**src/hw/core_pkg.sv**
```systemverilog
package core_pkg;

    // Datapath and register index widths
    localparam int XLEN       = 32;
    localparam int REG_ADDR_W = 5;

    // Boot address, used after hard and soft reset
    localparam logic [XLEN-1:0] RESET_PC = 32'h0000_0000;

    // Major opcodes of the supported subset
    localparam logic [6:0] OPC_OP_IMM = 7'b0010011;
    localparam logic [6:0] OPC_OP     = 7'b0110011;
    localparam logic [6:0] OPC_LUI    = 7'b0110111;
    localparam logic [6:0] OPC_BRANCH = 7'b1100011;
    localparam logic [6:0] OPC_JAL    = 7'b1101111;

    // ALU operations
    typedef enum logic [3:0] {
        ALU_ADD,
        ALU_SUB,
        ALU_AND,
        ALU_OR,
        ALU_XOR,
        ALU_SLT,
        ALU_SLL,
        ALU_SRL,
        ALU_SRA,
        ALU_PASS_B
    } alu_op_t;

    // Control transfer kinds
    typedef enum logic [2:0] {
        BR_NONE,
        BR_EQ,
        BR_NE,
        BR_LT,
        BR_JAL
    } br_op_t;

    // Decoded instruction, carried from ID into EX
    typedef struct packed {
        logic                  valid;
        logic [XLEN-1:0]       pc;
        logic [REG_ADDR_W-1:0] rs1;
        logic [REG_ADDR_W-1:0] rs2;
        logic [REG_ADDR_W-1:0] rd;
        // Already sign-extended
        logic [XLEN-1:0]       imm;
        logic                  use_imm;
        alu_op_t               alu_op;
        br_op_t                br_op;
        logic                  rf_we;
    } dec_instr_t;

endpackage
```
**src/hw/datapath.sv**
```systemverilog
`timescale 1ns/1ps

module datapath (
    input  logic                            clk_i,
    input  logic                            rstn_i,
    input  logic                            soft_rstn_i,
    input  logic                            wb_ack_i,
    input  logic [core_pkg::XLEN-1:0]       wb_dat_i,
    output logic                            wb_cyc_o,
    output logic                            wb_stb_o,
    output logic [core_pkg::XLEN-1:0]       wb_adr_o,
    output logic                            retire_valid_o,
    output logic [core_pkg::XLEN-1:0]       retire_pc_o,
    output logic [core_pkg::REG_ADDR_W-1:0] retire_rd_o,
    output logic [core_pkg::XLEN-1:0]       retire_data_o
);
    import core_pkg::*;

    // Fetch
    logic                  fetch_valid;
    logic [XLEN-1:0]       fetch_pc;
    logic [XLEN-1:0]       fetch_instr;
    // IF/ID
    logic                  ifid_valid_q;
    logic [XLEN-1:0]       ifid_pc_q;
    logic [XLEN-1:0]       ifid_instr_q;
    // Decode and register read
    dec_instr_t            dec;
    logic [XLEN-1:0]       rs1_rdata;
    logic [XLEN-1:0]       rs2_rdata;
    // ID/EX
    logic                  idex_valid_q;
    dec_instr_t            idex_q;
    logic [XLEN-1:0]       rs1_data_q;
    logic [XLEN-1:0]       rs2_data_q;
    dec_instr_t            ex_instr;
    // Execute
    logic [XLEN-1:0]       ex_result;
    logic                  redirect;
    logic [XLEN-1:0]       redirect_pc;
    // EX/WB
    logic                  exwb_valid_q;
    logic                  exwb_we_q;
    logic [XLEN-1:0]       exwb_pc_q;
    logic [REG_ADDR_W-1:0] exwb_rd_q;
    logic [XLEN-1:0]       exwb_data_q;

    fetch_stage fetch_i (
        .clk_i        (clk_i),
        .rstn_i       (rstn_i),
        .soft_rstn_i  (soft_rstn_i),
        .redirect_i   (redirect),
        .redirect_pc_i(redirect_pc),
        .wb_ack_i     (wb_ack_i),
        .wb_dat_i     (wb_dat_i),
        .wb_cyc_o     (wb_cyc_o),
        .wb_stb_o     (wb_stb_o),
        .wb_adr_o     (wb_adr_o),
        .fetch_valid_o(fetch_valid),
        .fetch_pc_o   (fetch_pc),
        .fetch_instr_o(fetch_instr)
    );

    // Valid bits: cleared by either reset, IF/ID and ID/EX also by redirect
    always_ff @(posedge clk_i, negedge rstn_i) begin
        if (!rstn_i) begin
            ifid_valid_q <= 1'b0;
            idex_valid_q <= 1'b0;
            exwb_valid_q <= 1'b0;
            exwb_we_q    <= 1'b0;
        end else if (!soft_rstn_i) begin
            ifid_valid_q <= 1'b0;
            idex_valid_q <= 1'b0;
            exwb_valid_q <= 1'b0;
            exwb_we_q    <= 1'b0;
        end else begin
            // Two wrong-path slots squashed
            ifid_valid_q <= fetch_valid && !redirect;
            idex_valid_q <= dec.valid && !redirect;
            // Redirecting instruction itself still retires
            exwb_valid_q <= ex_instr.valid;
            exwb_we_q    <= ex_instr.valid && ex_instr.rf_we;
        end
    end

    // Payload, qualified by the valid bits above
    always_ff @(posedge clk_i) begin
        if (fetch_valid) begin
            ifid_pc_q    <= fetch_pc;
            ifid_instr_q <= fetch_instr;
        end
        idex_q      <= dec;
        rs1_data_q  <= rs1_rdata;
        rs2_data_q  <= rs2_rdata;
        exwb_pc_q   <= ex_instr.pc;
        exwb_rd_q   <= ex_instr.rd;
        exwb_data_q <= ex_result;
    end

    decoder decoder_i (
        .valid_i(ifid_valid_q),
        .pc_i   (ifid_pc_q),
        .instr_i(ifid_instr_q),
        .dec_o  (dec)
    );

    // Read in ID, written from EX/WB
    regfile regfile_i (
        .clk_i   (clk_i),
        .rstn_i  (rstn_i),
        .we_i    (exwb_we_q),
        .waddr_i (exwb_rd_q),
        .wdata_i (exwb_data_q),
        .raddr1_i(dec.rs1),
        .raddr2_i(dec.rs2),
        .rdata1_o(rs1_rdata),
        .rdata2_o(rs2_rdata)
    );

    // EX sees the flushable valid bit, not the one stored with the payload
    always_comb begin
        ex_instr       = idex_q;
        ex_instr.valid = idex_valid_q;
    end

    exe_stage exe_i (
        .instr_i      (ex_instr),
        .rs1_data_i   (rs1_data_q),
        .rs2_data_i   (rs2_data_q),
        .wb_valid_i   (exwb_we_q),
        .wb_rd_i      (exwb_rd_q),
        .wb_data_i    (exwb_data_q),
        .result_o     (ex_result),
        .redirect_o   (redirect),
        .redirect_pc_o(redirect_pc)
    );

    // Retire port, one cycle per instruction
    assign retire_valid_o = exwb_valid_q;
    assign retire_pc_o    = exwb_pc_q;
    assign retire_rd_o    = exwb_rd_q;
    assign retire_data_o  = exwb_data_q;

endmodule

```
**src/hw/exe_stage.sv**
```systemverilog
`timescale 1ns/1ps

module exe_stage (
    input  core_pkg::dec_instr_t            instr_i,
    input  logic [core_pkg::XLEN-1:0]       rs1_data_i,
    input  logic [core_pkg::XLEN-1:0]       rs2_data_i,
    input  logic                            wb_valid_i,
    input  logic [core_pkg::REG_ADDR_W-1:0] wb_rd_i,
    input  logic [core_pkg::XLEN-1:0]       wb_data_i,
    output logic [core_pkg::XLEN-1:0]       result_o,
    output logic                            redirect_o,
    output logic [core_pkg::XLEN-1:0]       redirect_pc_o
);
    import core_pkg::*;

    logic [XLEN-1:0] op_a;
    logic [XLEN-1:0] rs2_val;
    logic [XLEN-1:0] op_b;
    logic [XLEN-1:0] alu_res;
    logic [4:0]      shamt;
    logic            taken;

    // Bypass from the EX/WB register, x0 never forwarded
    function automatic logic [XLEN-1:0] fwd(input logic [REG_ADDR_W-1:0] idx,
                                            input logic [XLEN-1:0]       rf_data);
        logic hit;
        hit = wb_valid_i && (wb_rd_i != '0) && (wb_rd_i == idx);
        return hit ? wb_data_i : rf_data;
    endfunction

    always_comb begin
        op_a    = fwd(instr_i.rs1, rs1_data_i);
        rs2_val = fwd(instr_i.rs2, rs2_data_i);
    end

    assign op_b    = instr_i.use_imm ? instr_i.imm : rs2_val;
    // Only the low 5 bits count for shifts
    assign shamt   = op_b[4:0];

    always_comb begin
        case (instr_i.alu_op)
            ALU_ADD:    alu_res = op_a + op_b;
            ALU_SUB:    alu_res = op_a - op_b;
            ALU_AND:    alu_res = op_a & op_b;
            ALU_OR:     alu_res = op_a | op_b;
            ALU_XOR:    alu_res = op_a ^ op_b;
            ALU_SLT:    alu_res = XLEN'($signed(op_a) < $signed(op_b));
            ALU_SLL:    alu_res = op_a << shamt;
            ALU_SRL:    alu_res = op_a >> shamt;
            ALU_SRA:    alu_res = $signed(op_a) >>> shamt;
            ALU_PASS_B: alu_res = op_b;
            default:    alu_res = '0;
        endcase
    end

    // Branches compare the two registers, never the immediate
    always_comb begin
        case (instr_i.br_op)
            BR_EQ:   taken = (op_a == rs2_val);
            BR_NE:   taken = (op_a != rs2_val);
            BR_LT:   taken = ($signed(op_a) < $signed(rs2_val));
            BR_JAL:  taken = 1'b1;
            default: taken = 1'b0;
        endcase
    end

    // Not-taken prediction, so any taken transfer redirects
    assign redirect_o    = instr_i.valid && taken;
    assign redirect_pc_o = instr_i.pc + instr_i.imm;

    // JAL links pc+4, conditional branches carry zero
    always_comb begin
        case (instr_i.br_op)
            BR_NONE: result_o = alu_res;
            BR_JAL:  result_o = instr_i.pc + XLEN'(4);
            default: result_o = '0;
        endcase
    end

endmodule

```
**src/hw/regfile.sv**
```systemverilog
`timescale 1ns/1ps

module regfile (
    input  logic                            clk_i,
    input  logic                            rstn_i,
    input  logic                            we_i,
    input  logic [core_pkg::REG_ADDR_W-1:0] waddr_i,
    input  logic [core_pkg::XLEN-1:0]       wdata_i,
    input  logic [core_pkg::REG_ADDR_W-1:0] raddr1_i,
    input  logic [core_pkg::REG_ADDR_W-1:0] raddr2_i,
    output logic [core_pkg::XLEN-1:0]       rdata1_o,
    output logic [core_pkg::XLEN-1:0]       rdata2_o
);
    import core_pkg::*;

    // x1..x31, x0 has no storage
    logic [XLEN-1:0] regs_q [1:31];

    always_ff @(posedge clk_i) begin
        if (we_i && (waddr_i != '0)) begin
            regs_q[waddr_i] <= wdata_i;
        end
    end

    // Write in WB visible to the read in ID on the same cycle
    assign rdata1_o = (raddr1_i == '0)                   ? '0      :
                      (we_i && (raddr1_i == waddr_i))    ? wdata_i :
                                                           regs_q[raddr1_i];
    assign rdata2_o = (raddr2_i == '0)                   ? '0      :
                      (we_i && (raddr2_i == waddr_i))    ? wdata_i :
                                                           regs_q[raddr2_i];

    // Decoder clears rf_we for rd 0, so WB never targets x0
    a_no_x0_write: assert property (@(posedge clk_i) disable iff (!rstn_i)
        we_i |-> (waddr_i != '0));

endmodule

```
**src/hw/decoder.sv**
```systemverilog
`timescale 1ns/1ps

module decoder (
    input  logic                      valid_i,
    input  logic [core_pkg::XLEN-1:0] pc_i,
    input  logic [31:0]               instr_i,
    output core_pkg::dec_instr_t      dec_o
);
    import core_pkg::*;

    logic [6:0] opcode;
    logic [2:0] funct3;
    logic [6:0] funct7;
    logic       supported;
    logic       writes_rd;

    assign opcode = instr_i[6:0];
    assign funct3 = instr_i[14:12];
    assign funct7 = instr_i[31:25];

    always_comb begin
        // Defaults match the I-type layout
        supported     = 1'b1;
        writes_rd     = 1'b1;
        dec_o.pc      = pc_i;
        dec_o.rs1     = instr_i[19:15];
        dec_o.rs2     = instr_i[24:20];
        dec_o.rd      = instr_i[11:7];
        dec_o.imm     = {{20{instr_i[31]}}, instr_i[31:20]};
        dec_o.use_imm = 1'b0;
        dec_o.alu_op  = ALU_ADD;
        dec_o.br_op   = BR_NONE;
        case (opcode)
            OPC_OP_IMM: begin
                dec_o.use_imm = 1'b1;
                case (funct3)
                    3'b000:  dec_o.alu_op = ALU_ADD;
                    3'b010:  dec_o.alu_op = ALU_SLT;
                    3'b100:  dec_o.alu_op = ALU_XOR;
                    3'b110:  dec_o.alu_op = ALU_OR;
                    3'b111:  dec_o.alu_op = ALU_AND;
                    // Immediate shifts and SLTIU not in the subset
                    default: supported = 1'b0;
                endcase
            end
            OPC_OP: begin
                case ({funct7, funct3})
                    {7'b0000000, 3'b000}: dec_o.alu_op = ALU_ADD;
                    {7'b0100000, 3'b000}: dec_o.alu_op = ALU_SUB;
                    {7'b0000000, 3'b001}: dec_o.alu_op = ALU_SLL;
                    {7'b0000000, 3'b010}: dec_o.alu_op = ALU_SLT;
                    {7'b0000000, 3'b100}: dec_o.alu_op = ALU_XOR;
                    {7'b0000000, 3'b101}: dec_o.alu_op = ALU_SRL;
                    {7'b0100000, 3'b101}: dec_o.alu_op = ALU_SRA;
                    {7'b0000000, 3'b110}: dec_o.alu_op = ALU_OR;
                    {7'b0000000, 3'b111}: dec_o.alu_op = ALU_AND;
                    default:              supported = 1'b0;
                endcase
            end
            OPC_LUI: begin
                // Upper immediate straight through the ALU
                dec_o.imm     = {instr_i[31:12], 12'b0};
                dec_o.use_imm = 1'b1;
                dec_o.alu_op  = ALU_PASS_B;
            end
            OPC_BRANCH: begin
                // No destination, retires as rd 0
                writes_rd = 1'b0;
                dec_o.rd  = '0;
                dec_o.imm = {{20{instr_i[31]}}, instr_i[7], instr_i[30:25],
                             instr_i[11:8], 1'b0};
                case (funct3)
                    3'b000:  dec_o.br_op = BR_EQ;
                    3'b001:  dec_o.br_op = BR_NE;
                    3'b100:  dec_o.br_op = BR_LT;
                    default: supported = 1'b0;
                endcase
            end
            OPC_JAL: begin
                dec_o.br_op = BR_JAL;
                dec_o.imm   = {{12{instr_i[31]}}, instr_i[19:12], instr_i[20],
                               instr_i[30:21], 1'b0};
            end
            default: supported = 1'b0;
        endcase
        // Unknown encodings become bubbles
        dec_o.valid = valid_i && supported;
        dec_o.rf_we = writes_rd && (dec_o.rd != '0);
    end

endmodule

```
**src/hw/fetch_stage.sv**
```systemverilog
`timescale 1ns/1ps

module fetch_stage (
    input  logic                      clk_i,
    input  logic                      rstn_i,
    input  logic                      soft_rstn_i,
    input  logic                      redirect_i,
    input  logic [core_pkg::XLEN-1:0] redirect_pc_i,
    input  logic                      wb_ack_i,
    input  logic [core_pkg::XLEN-1:0] wb_dat_i,
    output logic                      wb_cyc_o,
    output logic                      wb_stb_o,
    output logic [core_pkg::XLEN-1:0] wb_adr_o,
    output logic                      fetch_valid_o,
    output logic [core_pkg::XLEN-1:0] fetch_pc_o,
    output logic [core_pkg::XLEN-1:0] fetch_instr_o
);
    import core_pkg::*;

    // Bus cycle in progress
    logic            cyc_q;
    // In-flight read belongs to a squashed path
    logic            discard_q;
    // Next address to fetch
    logic [XLEN-1:0] pc_q;
    // Address of the read on the bus
    logic [XLEN-1:0] adr_q;
    logic            ack_done;
    logic [XLEN-1:0] start_pc;

    assign ack_done = cyc_q && wb_ack_i;
    // A redirect on the start edge wins over the sequential PC
    assign start_pc = redirect_i ? redirect_pc_i : pc_q;

    always_ff @(posedge clk_i, negedge rstn_i) begin
        if (!rstn_i) begin
            cyc_q     <= 1'b0;
            discard_q <= 1'b0;
            pc_q      <= RESET_PC;
        end else if (!soft_rstn_i) begin
            cyc_q     <= 1'b0;
            discard_q <= 1'b0;
            pc_q      <= RESET_PC;
        end else begin
            // One read at a time, idle cycle after each ack
            if (!cyc_q) begin
                cyc_q <= 1'b1;
            end else if (wb_ack_i) begin
                cyc_q <= 1'b0;
            end
            // Redirect mid-read: let the slave finish, then drop the data
            if (ack_done) begin
                discard_q <= 1'b0;
            end else if (cyc_q && redirect_i) begin
                discard_q <= 1'b1;
            end
            if (redirect_i) begin
                pc_q <= redirect_pc_i;
            end else if (ack_done && !discard_q) begin
                pc_q <= adr_q + XLEN'(4);
            end
        end
    end

    // Address latched when a read starts, held until ack
    always_ff @(posedge clk_i) begin
        if (!cyc_q) begin
            adr_q <= start_pc;
        end
    end

    assign wb_cyc_o = cyc_q;
    assign wb_stb_o = cyc_q;
    assign wb_adr_o = adr_q;

    // Valid for the ack cycle only; redirect on the same edge is flushed in IF/ID
    assign fetch_valid_o = ack_done && !discard_q;
    assign fetch_pc_o    = adr_q;
    assign fetch_instr_o = wb_dat_i;

    // Classic cycle: request held with a steady address until ack
    a_adr_stable: assert property (@(posedge clk_i) disable iff (!rstn_i)
        (wb_stb_o && !wb_ack_i && soft_rstn_i) |=> (wb_stb_o && $stable(wb_adr_o)));

endmodule

```
**config.mk**
```make
export PLATFORM = sky130hd
export DESIGN_NAME = datapath
export DESIGN_NICKNAME = d
export VERILOG_FILES = /design/src/hw/core_pkg.sv /design/src/hw/datapath.sv /design/src/hw/exe_stage.sv /design/src/hw/regfile.sv /design/src/hw/decoder.sv /design/src/hw/fetch_stage.sv
export SDC_FILE = /design/constraint.sdc
export NUM_CORES = 2
export LEC_CHECK = 0
export BUFFER_PORTS_ARGS = -buffer_cell sky130_fd_sc_hd__buf_2
export CORE_MARGIN = 2
export CORE_UTILIZATION = 57
export DETAILED_ROUTE_END_ITERATION = 7
export GPL_TIMING_DRIVEN = 1
export PLACE_DENSITY = 0.73
export SYNTH_ARGS = -nofsm -noshare
export SYNTH_HDL_FRONTEND = slang
export SYNTH_HIERARCHICAL = 1
export SYNTH_SLANG_ARGS = --single-unit
```
**constraint.sdc**
```tcl
create_clock -name clk_i -period 6.7 [get_ports clk_i]
set_input_delay 1.675 -clock clk_i [delete_from_list [all_inputs] [get_ports clk_i]]
set_output_delay 1.675 -clock clk_i [all_outputs]
set_load 0.02 [all_outputs]
```
# ---- Word-level counts from Yosys, hierarchy flattened
# Memories as Yosys holds them, arrays and structs flattened. A register that Yosys moved wholly into a read port is not among the register bits.
# Index checks and enable logic that the tools add are counted.
dict set report classes {
  bitwise_logic 3
  n_shift 3
  reduce_logical 27
  n_addsub 5
  n_eq_ne 37
  muxes 35
  magnitude_cmp 2
}
# cell count
set ops {}
lappend ops {{$pmux 32 s10} 1}
lappend ops {{$mux 32} 7}
lappend ops {{$pmux 31 s3} 1}
lappend ops {{$add 32x3->32 const B} 2}
lappend ops {{$add 32x32->32} 2}
lappend ops {{$lt 32x32->1} 2}
lappend ops {{$pmux 32 s2} 1}
lappend ops {{$eq 10x3->1 const B} 4}
lappend ops {{$and 32x32->32} 1}
lappend ops {{$eq 32x32->1} 1}
lappend ops {{$ne 32x32->1} 1}
lappend ops {{$or 32x32->32} 1}
lappend ops {{$pmux 4 s8} 1}
lappend ops {{$shl 32x5->32} 1}
lappend ops {{$shr 32x5->32} 1}
lappend ops {{$sshr 32x5->32} 1}
lappend ops {{$sub 32x32->32} 1}
lappend ops {{$xor 32x32->32} 1}
lappend ops {{$eq 10x9->1 const B} 2}
lappend ops {{$mux 1} 17}
lappend ops {{$eq 4x3->1 const B} 4}
lappend ops {{$eq 7x6->1 const B} 2}
lappend ops {{$eq 7x7->1 const B} 2}
lappend ops {{$eq 3x3->1 const B} 4}
lappend ops {{27 further kinds} 51}
dict set report word_totals {
  elab_cells 135
  input_bits 36
  output_inout_bits 104
  reg_bits 291
  n_memories 1
  mem_bits_rw 992
}
# name depth word_bits rd rd_clocked_by_memory_dff wr line
set memory_table {}
lappend memory_table {regfile_i.regs_q 31 32 2 2 1 regfile.sv:17} ;# logic [XLEN-1:0] regs_q [1:31];

# ---- Logic depth before layout (Yosys ltp)
dict set report depth {
  word_depth 11
  mapped_depth 25
  depth_no_buf 21
}

# ---- Hierarchy
# The synthesis kept the hierarchy.
# mod cells_each area_per_inst_um2 instances seq_area_each_um2
set by_module_without_submodules {}
lappend by_module_without_submodules {regfile 2759 47200.3 1 29788.6}
lappend by_module_without_submodules {exe_stage 2136 14109.8 1 0.0}
lappend by_module_without_submodules {datapath 293 6477.5 1 6446.2}
lappend by_module_without_submodules {fetch_stage 379 3941.3 1 1811.7}
lappend by_module_without_submodules {decoder 145 1057.3 1 0.0}

# ---- Least setup slack after synthesis
# OpenSTA, ideal clock, no wires.
dict set report synth_path {
  path_type {flip-flop to flip-flop}
  startpoint {register exwb_rd_q[0] (netlist: retire_rd_o[0])}
  endpoint {register fetch_i.adr_q[18] (netlist: fetch_i/fetch_pc_o[18]) (data pin)}
  path_buffers 6
  setup_slack_ns 0.762
  setup_ns 0.260
  synth_period_minus_slack_ns 5.938
  path_stages_with_launch 24
  required_ns 6.440
  t_arrival_ns 5.678
  path_cell_list {dfxtp_1 > xor2_1 > or4_1 > clkbuf_1 > nor2_1 > buf_2 > buf_4 > buf_4 > mux2i_1 > ha_1 > a21o_1 > a21o_1 > a21o_1 > a21o_1 > a21o_1 > a21o_1 > a21oi_1 > nor2b_1 > nor4_1 > xnor2_1 > o311a_1 > clkbuf_1 > buf_1 > mux2_2}
}
dict set report synth_via {
  elab_chain_len 8
  elab_cells_between_ends 14
  cone_classes {1 x order compare; 4 x eq/ne; 4 x mux; 5 x reduce/logical}
}
# item line
set synth_rtl {}
lappend synth_rtl {{start, declared} datapath.sv:45} ;# logic [REG_ADDR_W-1:0] exwb_rd_q;
lappend synth_rtl {{start signal, assigned} datapath.sv:96} ;# exwb_rd_q <= ex_instr.rd;
lappend synth_rtl {{$reduce_bool 5->1} exe_stage.sv:27} ;# hit = wb_valid_i && (wb_rd_i != '0) && (wb_rd_i == idx);
lappend synth_rtl {{$logic_and 1x1->1 (2 in a row)} exe_stage.sv:27}
lappend synth_rtl {{$mux 32} exe_stage.sv:28} ;# return hit ? wb_data_i : rf_data;
lappend synth_rtl {{$lt 32x32->1 (tied with other cells)} exe_stage.sv:61} ;# BR_LT: taken = ($signed(op_a) < $signed(rs2_val));
lappend synth_rtl {{$pmux 1 s4 (*)} exe_stage.sv:58} ;# case (instr_i.br_op)
lappend synth_rtl {{$logic_and 1x1->1 (*)} exe_stage.sv:68} ;# assign redirect_o = instr_i.valid && taken;
lappend synth_rtl {{net redirect} datapath.sv:39} ;# logic redirect;
lappend synth_rtl {{$mux 32 (*)} fetch_stage.sv:33} ;# assign start_pc = redirect_i ? redirect_pc_i : pc_q;
lappend synth_rtl {{net fetch_i.start_pc[18]} fetch_stage.sv:29} ;# logic [XLEN-1:0] start_pc;
lappend synth_rtl {{end signal, assigned} fetch_stage.sv:68} ;# adr_q <= start_pc;
lappend synth_rtl {{end, declared} fetch_stage.sv:27} ;# logic [XLEN-1:0] adr_q;
# Mark *: on every way through the listed nets, which the timed path passes. The rest lies on a longest branch.
# A chain may end at the register's enable or synchronous reset.

# ---- Final worst setup path
dict set report layout_path {
  startpoint {register exwb_rd_q[1] (netlist: retire_rd_o[1])}
  endpoint {register exwb_data_q[26] (netlist: retire_data_o[26])}
}
dict set report layout_via {
  elab_chain_len 8
  elab_cells_between_ends 19
  cone_classes {2 x add/sub; 2 x eq/ne; 3 x shift; 5 x mux; 3 x bitwise; 4 x reduce/logical}
}
# item line
set layout_rtl {}
lappend layout_rtl {{$reduce_bool 5->1} exe_stage.sv:27}
lappend layout_rtl {{$logic_and 1x1->1 (2 in a row)} exe_stage.sv:27}
lappend layout_rtl {{$mux 32} exe_stage.sv:28}
lappend layout_rtl {{$mux 32} exe_stage.sv:36} ;# assign op_b = instr_i.use_imm ? instr_i.imm : rs2_val;
lappend layout_rtl {{$sub 32x32->32 (tied with other cells)} exe_stage.sv:43} ;# ALU_SUB: alu_res = op_a - op_b;
lappend layout_rtl {{$pmux 32 s10 (*)} exe_stage.sv:41} ;# case (instr_i.alu_op)
lappend layout_rtl {{$pmux 32 s2 (*)} exe_stage.sv:73} ;# case (instr_i.br_op)
lappend layout_rtl {{net ex_result[26]} datapath.sv:38} ;# logic [XLEN-1:0] ex_result;
lappend layout_rtl {{end signal, assigned} datapath.sv:97} ;# exwb_data_q <= ex_result;
lappend layout_rtl {{end, declared} datapath.sv:46} ;# logic [XLEN-1:0] exwb_data_q;
# Marks and branches as above.

==> metrics.txt <==
max-cap violations 0; Synth Area per Inst ~13 um^2; hold_buf cts 0; drt wl/cell 36.2 um; max-slew violations 0; std cell rows roughly 130; most frequent cell after synthesis edfxtp_1; Area Growth Syn to Fin 9.19%; total grt overflow 0; initial antenna violation count 9; final hold vios 0; Final Util around 62%; RSZ-0062 raised after global routing false; fraction of layout cells with a size suffix above 1 between 10% and 20%; nets approximately 6000; commonest register cell after synthesis edfxtp_1; first-pass GRT wire length 381 mm; ANT nets after route 0; clock sinks 1347; post-DP HPWL 181 mm; Yosys warning count 6; leading area contributor after synthesis edfxtp_1; # Post-CTS Setup Buffers 0; peak supply drop 337 uV; CTS tree done; Syn Nets between 5000 and 6000; Power Dens Cells 280 mW/mm^2; hold slack 0.329 ns; DRT Pass-1 Iters 6; Netlist cell types 119; vias in the first global route 52710; core area 0.127 mm^2; root buffer cell clkbuf_16; Min Clock Period, post-route just over 6 ns; Post-Route WL between 200 and 300 mm; Setup CP Type reg -> reg; CP required around 7.4 ns; Yosys reg bits between 1000 and 1500; Die Height 361 um; largest net degree at the start of global routing 148; Tot Pwr 0.0223 W; Synth Instances 5712; post-cts resize count 0; Synth area leaders edfxtp_1, mux4_2, dfxtp_1, mux2i_1, ha_1; Hold WC Path Type reg -> reg; worst-path maximum fanout 13; LEAKAGE 28.5 nW; routability cong. 1.02; Final Setup Violations 0; vias per inst between 7 and 8; Tightest Pin Transition roughly 1.3 ns; Syn Std Cell Area 0.0728 mm^2; Post-synth EDFFs 1088; Async SR Flop Fraction 2.82%; H-tree depth 4; timing-limited maximum frequency ~160 MHz; gr usage total 40.8%; Die Span X 361 um; clock skew about 0.056 ns; via count 55302; crit path DAT 6.84 ns; full die area 0.131 mm^2; Max clock buf depth 3; # placed instances between 7000 and 8000; Post-synth top cells edfxtp_1, nand2_1, mux2i_1, mux4_2, nor2_1; fin cells 7467; Inserted Clock Buffers between 100 and 150; clk_lat worst skew a little over 0.8 ns; Critical Path Source Type flip-flop; Worst Setup End Kind flip-flop; Remaining DRCs 0; CTS clk-pin slew, worst paths 0.06 ns; port bufs 139; final period utilization 92.4%; status completed; Slew HR 11.0%; initial core utilization between 50% and 60%; register area share after synthesis 52.3%; 1st-iter DRT viols 9135; I/O pin count 140; share of the synthesized area in the top cell type 44.9%; setup tns final 0 ns
## layout by cell type (no fill, tap or decap), drive strengths merged, types with 52 or more instances in the layout
cell    netlist  layout
mux2i       404     404
inv         128     140
dfxtp       221     221
mux4        306     306
nor3         69      69
o211ai       55      55
ha          162     162
a21oi       244     244
clkbuf      197     193
xor2         58      58
edfxtp     1088    1088
a211oi      103     103
nand2       430     430
nor2b        52      52
nor2        305     305
xnor2        76      76
buf         314     339
o21ai       192     192
o22ai       100     100
mux2        143     143
nand3        93      93
a22oi        85      85
a21o         72      72
## state kept, by name (all words and copies together), names as in the netlist
signal and cells:
fetch_i/fetch_pc_o 32, ifid_pc_q 32, retire_valid_o 1, rs2_data_q 32
idex_valid_q 1, retire_rd_o 5, exwb_we_q 1, fetch_i/wb_cyc_o 1
regfile_i/regs_q 992, fetch_i/discard_q 1, ex_instr 88, fetch_i/pc_q 32
ifid_instr_q 32, rs1_data_q 32, ifid_valid_q 1, retire_data_o 32
retire_pc_o 32
## cells by family after synthesis
logic type / after synthesis / synth area share [%]
AOI/OAI and AO/OA: 1405 / 13.9
xor gates and xnor gates: 134 / 1.61
adders and majority gates: 166 / 2.88
buffers and inverters: 642 / 4.57
DFF: 1347 / 52.3
muxes: 853 / 17.3
and+or+nand+nor: 1165 / 7.49
## critical path, cell delays in order (launching register included)
cell      delay [ns]
dfxtp_1         0.43
or4_4           0.61
o211ai_1        0.58
nor2_4          0.09
buf_12          0.17
mux2i_1         0.23
nand2_1         0.09
o21ai_0         0.21
inv_1           0.14
ha_1            0.55
inv_1           0.12
a21oi_1         0.31
o21ai_0         0.20
a211oi_1        0.63
nor3_1          0.09
a21boi_0        0.47
o21ai_0         0.30
and2_1          0.27
o22ai_1         0.22
mux2i_1         0.22
a31oi_1         0.09
## metal layers
layer | part of all wire (%) | global-route usage (%) | up-vias
li1 | - | - | 22429
met1 | 38 | 56.8 | 27697
met2 | 43 | 58.6 | 4362
met3 | 14 | 11.8 | 804
met4 | 5.7 | 20.1 | 10
met5 | 0.024 | 0 | -
## path summary, 6_finish.rpt
path	startpoint	endpoint	slack [ns]	cells past startpoint
min	ex_instr[42]	retire_rd_o[1]	0.33	0
max in group asynchronous	rstn_i	exwb_we_q	4.97	1
min in group asynchronous	rstn_i	retire_valid_o	1.05	1
max	retire_rd_o[1]	retire_data_o[26]	0.51	20
max reg2reg	retire_rd_o[1]	retire_data_o[26]	0.51	20
min reg2reg	ex_instr[42]	retire_rd_o[1]	0.33	0
## area by class of cell
class / count / area (um^2)
clock buffer: 193 / 3920
fill: 9539 / 47700
timing repair buffer: 339 / 2380
tap: 1662 / 2080
inverter: 131 / 494
clock inverter: 67 / 767
multi-input combinational: 3723 / 31800
antenna: 5 / 12.5
sequential: 1347 / 38000
## power by group
part	switching (W)	total, W	leakage (nW)	internal [W]
Sequential	0.000290	0.0102	12.2	0.00990
Clock	0.00349	0.00793	2.27	0.00444
Combinational	0.00299	0.00416	14.0	0.00117
Total	0.00678	0.0223	28.5	0.0155
## through the flow
step	area [um^2]	worst slack (ns)
floorplan	72800	0.762
global placement	74700	0.476
detailed placement	74700	0.368
CTS	79400	0.339
global route	79500	0.130
finish	79500	0.507
No activity file was read; power rests on OpenSTA's default activity.
